## src/boom_config.svh

```systemverilog
`ifndef BOOM_CONFIG_SVH
`define BOOM_CONFIG_SVH

// visible area in pixels and lines
`define H_ACTIVE 320
`define V_ACTIVE 240

// full line length in clocks, full frame length in lines
`define H_TOTAL 352
`define V_TOTAL 250

// hsync is low for HSYNC_LEN clocks starting at column HSYNC_START
`define HSYNC_START 328
`define HSYNC_LEN 16

// vsync is low for VSYNC_LEN whole lines starting at line VSYNC_START
`define VSYNC_START 243
`define VSYNC_LEN 3

// top left corner of the banner artwork
`define BOOM_X0 82
`define BOOM_Y0 96

`endif
```

## src/display_pkg.sv

```systemverilog
`default_nettype none

package display_pkg;

  // screen coordinates
  typedef logic [8:0] pixelX_t;
  typedef logic [7:0] pixelY_t;

  // one bit each for red, green and blue
  typedef logic [2:0] color_t;

  // configuration bus
  typedef logic [1:0] cfgAddr_t;
  typedef logic [7:0] cfgData_t;

  // number of frames between blink toggles, 0 keeps the banner on
  typedef logic [3:0] blinkPeriod_t;

  // register map
  localparam cfgAddr_t addrEnable = 2'd0;
  localparam cfgAddr_t addrBoomColor = 2'd1;
  localparam cfgAddr_t addrBgColor = 2'd2;
  localparam cfgAddr_t addrBlinkPeriod = 2'd3;

  // reset values of the registers
  localparam color_t resetBoomColor = 3'd7;
  localparam color_t resetBgColor = 3'd0;
  localparam blinkPeriod_t resetBlinkPeriod = 4'd0;

endpackage

`default_nettype wire

```

## src/display_if.sv

```systemverilog
`timescale 1ns/1ps
`default_nettype none

// scan position and sync levels, all driven by the scan timer
interface pixelBus;
  import display_pkg::*;

  pixelX_t x;
  pixelY_t y;
  logic active;
  logic hsync;
  logic vsync;
  logic frameStart;

  modport timer (output x, y, active, hsync, vsync, frameStart);
  modport gen (input x, y);
  modport mix (input active, hsync, vsync, frameStart);
endinterface

// overlay settings held by the register block
interface overlayCfg;
  import display_pkg::*;

  logic enable;
  color_t boomColor;
  color_t bgColor;
  blinkPeriod_t blinkPeriod;

  modport regs (output enable, boomColor, bgColor, blinkPeriod);
  modport mix (input enable, boomColor, bgColor, blinkPeriod);
endinterface

`default_nettype wire

```

## src/displayTop.sv

```systemverilog
`timescale 1ns/1ps
`default_nettype none

module displayTop (
  input logic clk,
  input logic nrst,
  input logic cfgWrite,
  input display_pkg::cfgAddr_t cfgAddr,
  input display_pkg::cfgData_t cfgData,
  output logic hsync,
  output logic vsync,
  output logic de,
  output display_pkg::color_t color
);

  pixelBus pixBus ();
  overlayCfg ovlCfg ();

  logic boomPixel;
  logic blinkRestart;

  // scan position and syncs
  scanTimer uTimer (
    .clk(clk),
    .nrst(nrst),
    .bus(pixBus)
  );

  // banner hit, one cycle behind the scan position
  boomGenerator uBoom (
    .clk(clk),
    .nrst(nrst),
    .bus(pixBus),
    .boomPixel(boomPixel)
  );

  overlayRegs uRegs (
    .clk(clk),
    .nrst(nrst),
    .cfgWrite(cfgWrite),
    .cfgAddr(cfgAddr),
    .cfgData(cfgData),
    .cfg(ovlCfg),
    .blinkRestart(blinkRestart)
  );

  // output stage, two cycles behind the scan position
  pixelMixer uMixer (
    .clk(clk),
    .nrst(nrst),
    .bus(pixBus),
    .cfg(ovlCfg),
    .boomPixel(boomPixel),
    .blinkRestart(blinkRestart),
    .hsync(hsync),
    .vsync(vsync),
    .de(de),
    .color(color)
  );

endmodule

`default_nettype wire

```

## src/pixelMixer.sv

```systemverilog
`timescale 1ns/1ps
`default_nettype none

module pixelMixer (
  input logic clk,
  input logic nrst,
  pixelBus.mix bus,
  overlayCfg.mix cfg,
  input logic boomPixel,
  input logic blinkRestart,
  output logic hsync,
  output logic vsync,
  output logic de,
  output display_pkg::color_t color
);
  import display_pkg::*;

  blinkPeriod_t frameCount;
  logic visible;
  logic showBanner;

  // scan signals delayed to line up with boomPixel
  logic activeD;
  logic hsyncD;
  logic vsyncD;

  color_t pixelColor;

  // frames shown since the last toggle, 0 right after a restart so the
  // partial frame of the write does not count
  always_ff @(posedge clk) begin
    if (!nrst) begin
      frameCount <= '0;
      visible <= 1'b1;
    end else if (blinkRestart) begin
      frameCount <= '0;
      visible <= 1'b1;
    end else if (bus.frameStart && (cfg.blinkPeriod != '0)) begin
      if (frameCount == cfg.blinkPeriod) begin
        frameCount <= blinkPeriod_t'(1);
        visible <= !visible;
      end else begin
        frameCount <= frameCount + 1'b1;
      end
    end
  end

  assign showBanner = cfg.enable && (visible || (cfg.blinkPeriod == '0));

  always_ff @(posedge clk) begin
    if (!nrst) begin
      activeD <= 1'b0;
      hsyncD <= 1'b1;
      vsyncD <= 1'b1;
    end else begin
      activeD <= bus.active;
      hsyncD <= bus.hsync;
      vsyncD <= bus.vsync;
    end
  end

  // blanking forces black
  always_comb begin
    if (!activeD) begin
      pixelColor = '0;
    end else if (showBanner && boomPixel) begin
      pixelColor = cfg.boomColor;
    end else begin
      pixelColor = cfg.bgColor;
    end
  end

  always_ff @(posedge clk) begin
    if (!nrst) begin
      hsync <= 1'b1;
      vsync <= 1'b1;
      de <= 1'b0;
      color <= '0;
    end else begin
      hsync <= hsyncD;
      vsync <= vsyncD;
      de <= activeD;
      color <= pixelColor;
    end
  end

endmodule

`default_nettype wire

```

## src/overlayRegs.sv

```systemverilog
`timescale 1ns/1ps
`default_nettype none

module overlayRegs (
  input logic clk,
  input logic nrst,
  input logic cfgWrite,
  input display_pkg::cfgAddr_t cfgAddr,
  input display_pkg::cfgData_t cfgData,
  overlayCfg.regs cfg,
  output logic blinkRestart
);
  import display_pkg::*;

  logic writeEnable;
  logic writeBoomColor;
  logic writeBgColor;
  logic writeBlink;

  // address decode
  assign writeEnable = cfgWrite && (cfgAddr == addrEnable);
  assign writeBoomColor = cfgWrite && (cfgAddr == addrBoomColor);
  assign writeBgColor = cfgWrite && (cfgAddr == addrBgColor);
  assign writeBlink = cfgWrite && (cfgAddr == addrBlinkPeriod);

  always_ff @(posedge clk) begin
    if (!nrst) begin
      cfg.enable <= 1'b0;
      cfg.boomColor <= resetBoomColor;
      cfg.bgColor <= resetBgColor;
      cfg.blinkPeriod <= resetBlinkPeriod;
      blinkRestart <= 1'b0;
    end else begin
      if (writeEnable) begin
        cfg.enable <= cfgData[0];
      end
      if (writeBoomColor) begin
        cfg.boomColor <= cfgData[2:0];
      end
      if (writeBgColor) begin
        cfg.bgColor <= cfgData[2:0];
      end
      if (writeBlink) begin
        cfg.blinkPeriod <= cfgData[3:0];
      end
      // high in the same cycle the new period becomes visible
      blinkRestart <= writeBlink;
    end
  end

endmodule

`default_nettype wire

```

## src/boomGenerator.sv

```systemverilog
`timescale 1ns/1ps
`default_nettype none

`include "boom_config.svh"

module boomGenerator (
  input logic clk,
  input logic nrst,
  pixelBus.gen bus,
  output logic boomPixel
);
  import display_pkg::*;

  // full strokes are 20 pixels long and 5 pixels thick
  localparam int strokeLen = 20;

  // horizontal strokes, column and row offsets from the origin
  localparam int horCol [8] = '{4, 27, 60, 60, 93, 93, 126, 126};
  localparam int horRow [8] = '{42, 42, 0, 42, 0, 42, 0, 42};

  // vertical strokes, every column is used at both rows
  localparam int verCol [8] = '{0, 23, 46, 56, 79, 89, 112, 122};
  localparam int verRow [2] = '{3, 24};

  pixelX_t relX;
  pixelY_t relY;
  logic boomDetect;

  // tapered stroke test along one axis
  // the middle line of the five is full length, the outer ones lose
  // one or two pixels at each tapered end
  function automatic logic strokeHit(
    input int along,
    input int across,
    input int alongStart,
    input int acrossStart,
    input int len,
    input logic taperLo,
    input logic taperHi
  );
    int depth;
    int taper;
    int lo;
    int hi;
    depth = across - acrossStart;
    case (depth)
      0, 4: taper = 2;
      1, 3: taper = 1;
      2: taper = 0;
      default: return 1'b0;
    endcase
    lo = alongStart + (taperLo ? taper : 0);
    hi = alongStart + len - 1 - (taperHi ? taper : 0);
    return (along >= lo) && (along <= hi);
  endfunction

  // offsets from the banner origin
  // pixels left of or above the origin wrap to large values and never hit
  assign relX = bus.x - pixelX_t'(`BOOM_X0);
  assign relY = bus.y - pixelY_t'(`BOOM_Y0);

  always_comb begin
    boomDetect = 1'b0;

    for (int i = 0; i < 8; i++) begin
      if (strokeHit(int'(relX), int'(relY), horCol[i], horRow[i], strokeLen, 1'b1, 1'b1)) begin
        boomDetect = 1'b1;
      end
    end

    for (int i = 0; i < 8; i++) begin
      for (int j = 0; j < 2; j++) begin
        if (strokeHit(int'(relY), int'(relX), verRow[j], verCol[i], strokeLen,
                      1'b1, 1'b1)) begin
          boomDetect = 1'b1;
        end
      end
    end

    // lower left bar of the B, square end where it meets the middle bar
    if (strokeHit(int'(relY), int'(relX), 24, 137, 17, 1'b1, 1'b0)) begin
      boomDetect = 1'b1;
    end

    // short middle bar of the B
    if (strokeHit(int'(relX), int'(relY), 126, 21, 12, 1'b1, 1'b1)) begin
      boomDetect = 1'b1;
    end

    // upper left bar of the B, square end at the top
    if (strokeHit(int'(relY), int'(relX), 6, 137, 17, 1'b0, 1'b1)) begin
      boomDetect = 1'b1;
    end
  end

  always_ff @(posedge clk) begin
    if (!nrst) begin
      boomPixel <= 1'b0;
    end else begin
      boomPixel <= boomDetect;
    end
  end

endmodule

`default_nettype wire

```

## src/scanTimer.sv

```systemverilog
`timescale 1ns/1ps
`default_nettype none

`include "boom_config.svh"

module scanTimer (
  input logic clk,
  input logic nrst,
  pixelBus.timer bus
);
  import display_pkg::*;

  // last column and last line of the full frame
  localparam pixelX_t xLast = pixelX_t'(`H_TOTAL - 1);
  localparam pixelY_t yLast = pixelY_t'(`V_TOTAL - 1);

  // visible window
  localparam pixelX_t xActive = pixelX_t'(`H_ACTIVE);
  localparam pixelY_t yActive = pixelY_t'(`V_ACTIVE);

  // sync windows, end bound is exclusive
  localparam pixelX_t hsStart = pixelX_t'(`HSYNC_START);
  localparam pixelX_t hsEnd = pixelX_t'(`HSYNC_START + `HSYNC_LEN);
  localparam pixelY_t vsStart = pixelY_t'(`VSYNC_START);
  localparam pixelY_t vsEnd = pixelY_t'(`VSYNC_START + `VSYNC_LEN);

  logic lineEnd;
  logic frameEnd;

  assign lineEnd = (bus.x == xLast);
  assign frameEnd = (bus.y == yLast);

  // column counter runs every clock, row counter steps at the end of a line
  always_ff @(posedge clk) begin
    if (!nrst) begin
      bus.x <= '0;
      bus.y <= '0;
    end else begin
      if (lineEnd) begin
        bus.x <= '0;
        if (frameEnd) begin
          bus.y <= '0;
        end else begin
          bus.y <= bus.y + 1'b1;
        end
      end else begin
        bus.x <= bus.x + 1'b1;
      end
    end
  end

  // decodes follow the registered position in the same cycle
  assign bus.active = (bus.x < xActive) && (bus.y < yActive);

  // both syncs are active low
  assign bus.hsync = !((bus.x >= hsStart) && (bus.x < hsEnd));
  assign bus.vsync = !((bus.y >= vsStart) && (bus.y < vsEnd));

  // single clock at the top left corner
  assign bus.frameStart = (bus.x == '0) && (bus.y == '0);

endmodule

`default_nettype wire

```

## config.mk

```make
export PLATFORM = sky130hd
export DESIGN_NAME = displayTop
export DESIGN_NICKNAME = d
export VERILOG_FILES = /design/src/display_pkg.sv /design/src/display_if.sv /design/src/displayTop.sv /design/src/pixelMixer.sv /design/src/overlayRegs.sv /design/src/boomGenerator.sv /design/src/scanTimer.sv
export VERILOG_INCLUDE_DIRS = /design/src
export SDC_FILE = /design/constraint.sdc
export NUM_CORES = 1
export LEC_CHECK = 0
export BUFFER_PORTS_ARGS = -buffer_cell sky130_fd_sc_hd__buf_2
export CAP_MARGIN = 20
export CORE_MARGIN = 2
export CORE_UTILIZATION = 59
export CTS_BUF_LIST = sky130_fd_sc_hd__clkbuf_4
export CTS_CLUSTER_DIAMETER = 80
export CTS_CLUSTER_SIZE = 16
export DETAILED_ROUTE_END_ITERATION = 10
export MAX_ROUTING_LAYER = met4
export PLACE_DENSITY = 0.76
export SYNTH_ARGS = -nofsm -noshare
export SYNTH_HDL_FRONTEND = slang
export SYNTH_SLANG_ARGS = --single-unit
```

## constraint.sdc

```tcl
create_clock -name clk -period 9.1 [get_ports clk]
set_input_delay 1.82 -clock clk [delete_from_list [all_inputs] [get_ports clk]]
set_output_delay 1.82 -clock clk [all_outputs]
set_load 0.01 [all_outputs]
```

==> flow_summary.yaml <==
status:
  status: "complete, no violations"
synthesis:
  synth_area_sq_um: 7310
  avgSynthCellArea_sq_um: 7.62
  synthCells: 960
  yosysTopAreaCell: "ha_1"
  yosys_warnings: 0
  syn_nets: 1140
  ys_types: 86
  synth_seq_cells: 44
  synth_top_area_share_pct: 28.6
  yosysSeqAreaShare_pct: 12.0
  synth.most_common_cell: "ha_1"
  synth_area_leaders: "ha_1 29%, dfxtp_1 12%, nor2_1 4.4%"
  synth_edf_count: 0
  synth_async_sr_flop_share_pct: 0
  netlist_top_cells_count: "167 x ha_1, 86 x nor2_1, 79 x nand2_1, 67 x inv_1, 58 x a21oi_1"
  synth_top_flop_cell: "dfxtp_1"
clock_tree:
  clk_path_buf_depth: 2
  cts_hold_buffers: 0
  path_clk_slew_ps: 120
  numClockSinks: 44
  cts_tree: "built"
  cts-root-buf: "clkbuf_4"
  numCtsBuffers: 5
  cts_setup_buffers: 0
  h-tree-depth: 2
  cts_resized: 0
  clock_latency_ps: 360
global_routing:
  grt_pass1_vias: 6297
  antenna_found_initial: 0
  track_usage_pct: 29.7
  grt_pass1_wl_mm: 31.6
  grt_max_degree: 36
  grt-ovfl-total: 0
place:
  dpl.hpwl_mm: 14.6
  placed_area_sq_um: 7520
  place_congestion: 0.964
  port_buffers: 14
  place_ws_ps: 2570
worst_setup_path:
  crit_path_end: "uBoom.boomPixel"
  worstSetupStartpointType: "flop"
  crit_start: "uTimer.bus.x[1]"
  critPathArrivalTime_ps: 6870
  crit-reg2reg-launch: "uTimer.bus.x[1]"
  required_ps: 9320
  critPathKind: "flop to flop"
  worst-r2r-setup-slack_ps: 2460
  regToRegEndpoint: "uBoom.boomPixel"
  worstPathMaxFanout: 19
  end_kind: "flop"
  reg2regPathDepth: 24
floorplan:
  initial_utilization_pct: 60.6
  die_area_sq_um: 13300
  design.core.area_sq_um: 12100
  io-pin-count: 19
  chipHeight_um: 115
  chipWidth_um: 115
  rows: 40
power_and_ir_drop:
  ir_drop_mv: 0.0733
  powerDensity_nw_per_um2: 68.0
  cellLeakagePower_nw: 3.54
final_layout:
  area_growth_pct: 3.94
  regArea_sq_um: 881
  nets: 1137
  insertedDiodeCount: 0
  multiInputGateArea_sq_um: 6010
  drive_above_1_share_pct: 6.37
  fin_area_sq_um: 7600
  fill_cells: 1088
detailed_routing:
  viasPerCell: 6.28
  drt_iter0_markers: 515
  routedWlPerCell_um: 17.0
  drt_wl_total_mm: 19.1
  dr.pass1.iters: 6
  final_antenna_net_count: 0
  num_vias: 7073
  drc: 0
sta:
  tns_ps: 0
  fin_skew_ps: 11.5
  final.period_utilization_pct: 73.0
  setup_slack_ps: 2460
  worstMarginPinSlew_ps: 923
  slew_headroom_pct: 38.4
  finalSetupViolCount: 0
  maxSlewViolCount: 0
  rsz0062_at_grt: "false"
  hold_viol: 0
  max_freq_mhz: 151
  period_minus_slack_ps: 6640
run:
  cap_violations: 0
worst_hold_path:
  hold_path.class: "flop to flop"
## power by group
part	leakage [nW]	switching (mW)	total [mW]	internal [mW]
combinational	3.14	0.120	0.191	0.0704
sequential	0.357	0.00529	0.202	0.197
clock	0.0456	0.0634	0.124	0.0606
## layout make-up
class / instances / share of cell area [%]
repair buffers: 23 / 1.81
clock buffers: 6 / 0.593
clock inverters: 2 / 0.461
flip-flops and latches: 44 / 11.6
well taps: 168 / 2.77
multi-input cells: 810 / 79.1
inverters: 73 / 3.64
## kinds of logic after synthesis
| logic type | count (synthesis) | synth area share, % |
|---|---|---|
| AOI/OAI and AO/OA | 253 | 23.4 |
| xor gates and xnor gates | 36 | 4.67 |
| adders and majority gates | 167 | 28.6 |
| buffers and inverters | 106 | 5.70 |
| DFF | 44 | 12.0 |
| muxes | 18 | 2.48 |
| and+or+nand+nor | 336 | 23.1 |
## layout by cell type (no fill, tap or decap), types with 7 or more instances in the layout
| master | count |
|---|---|
| a21boi_0 | 7 |
| and2_1 | 7 |
| nand3_1 | 25 |
| xor2_1 | 11 |
| nand2_1 | 79 |
| dfxtp_1 | 44 |
| xnor2_1 | 23 |
| nor3_1 | 26 |
| nand4_1 | 15 |
| a31oi_1 | 7 |
| inv_1 | 67 |
| o21ai_0 | 48 |
| mux2i_1 | 17 |
| nor2_1 | 86 |
| buf_2 | 14 |
| ha_1 | 167 |
| a21oi_1 | 58 |
| or3_1 | 10 |
| buf_4 | 9 |
| o22ai_1 | 17 |
| a211oi_1 | 11 |
| nand2b_1 | 14 |
| o211ai_1 | 14 |
| or2_2 | 10 |
| a21o_1 | 12 |
| nor4_1 | 11 |
| nor2b_1 | 16 |
| o21a_1 | 11 |
| nand3b_1 | 7 |
## flip-flops by register name, indices dropped and copies added (netlist names), 3 cells and up
name / count
uTimer.bus.x: 9
uRegs.cfg.bgColor: 3
uMixer.color: 3
uMixer.frameCount: 4
uRegs.cfg.blinkPeriod: 4
uRegs.cfg.boomColor: 3
uTimer.bus.y: 8
## critical path, cell delays in order, from the launching register on
cell and delay [ps]:
dfxtp_1 340, buf_4 250, inv_1 330, ha_1 440, nor2b_2 240, o21ai_0 540
nand2_1 310, inv_1 460, nand3_1 180, o211ai_1 180, nor3b_2 310, nand4b_1 330
ha_1 340, or2_1 260, inv_1 60, ha_1 130, nand2_1 60, a21o_1 170
a2111oi_0 380, o32ai_1 230, nand2b_1 140, o221ai_1 130, a2111o_1 300, nor3_1 220
a41oi_2 160
## how the worst min path moves through the flow
stage / startpoint / endpoint / slack [ps] / cells after the start
CTS: uMixer.hsyncD / uMixer.hsync / 420 / 1
detailed placement: uMixer.hsyncD / uMixer.hsync / 400 / 1
floorplan: uMixer.hsyncD / uMixer.hsync / 390 / 1
finish: uMixer.vsyncD / uMixer.vsync / 430 / 1
global placement: uMixer.hsyncD / uMixer.hsync / 390 / 1
global route: uMixer.vsyncD / uMixer.vsync / 440 / 1
## layer usage
layer	up-vias	GRT usage [%]	share of wire (%)
met5	-	-	0
met4	0	5.14	1.7
met3	25	2.32	6.2
met2	219	47.0	45
met1	3314	41.9	47
li1	3515	-	-
## through the flow
step | hold slack, ps | instances | power, mW | utilization [%]
detailed placement | 396 | 1118 | 0.392 | 62.3
CTS | 424 | 1126 | 0.512 | 63.0
global placement | 390 | 1118 | 0.389 | 62.3
global route | 437 | 1126 | 0.543 | 63.0
finish | 427 | 1126 | 0.517 | 63.0
floorplan | 386 | 960 | 0.350 | -
Power figures use the tool's default switching activity.
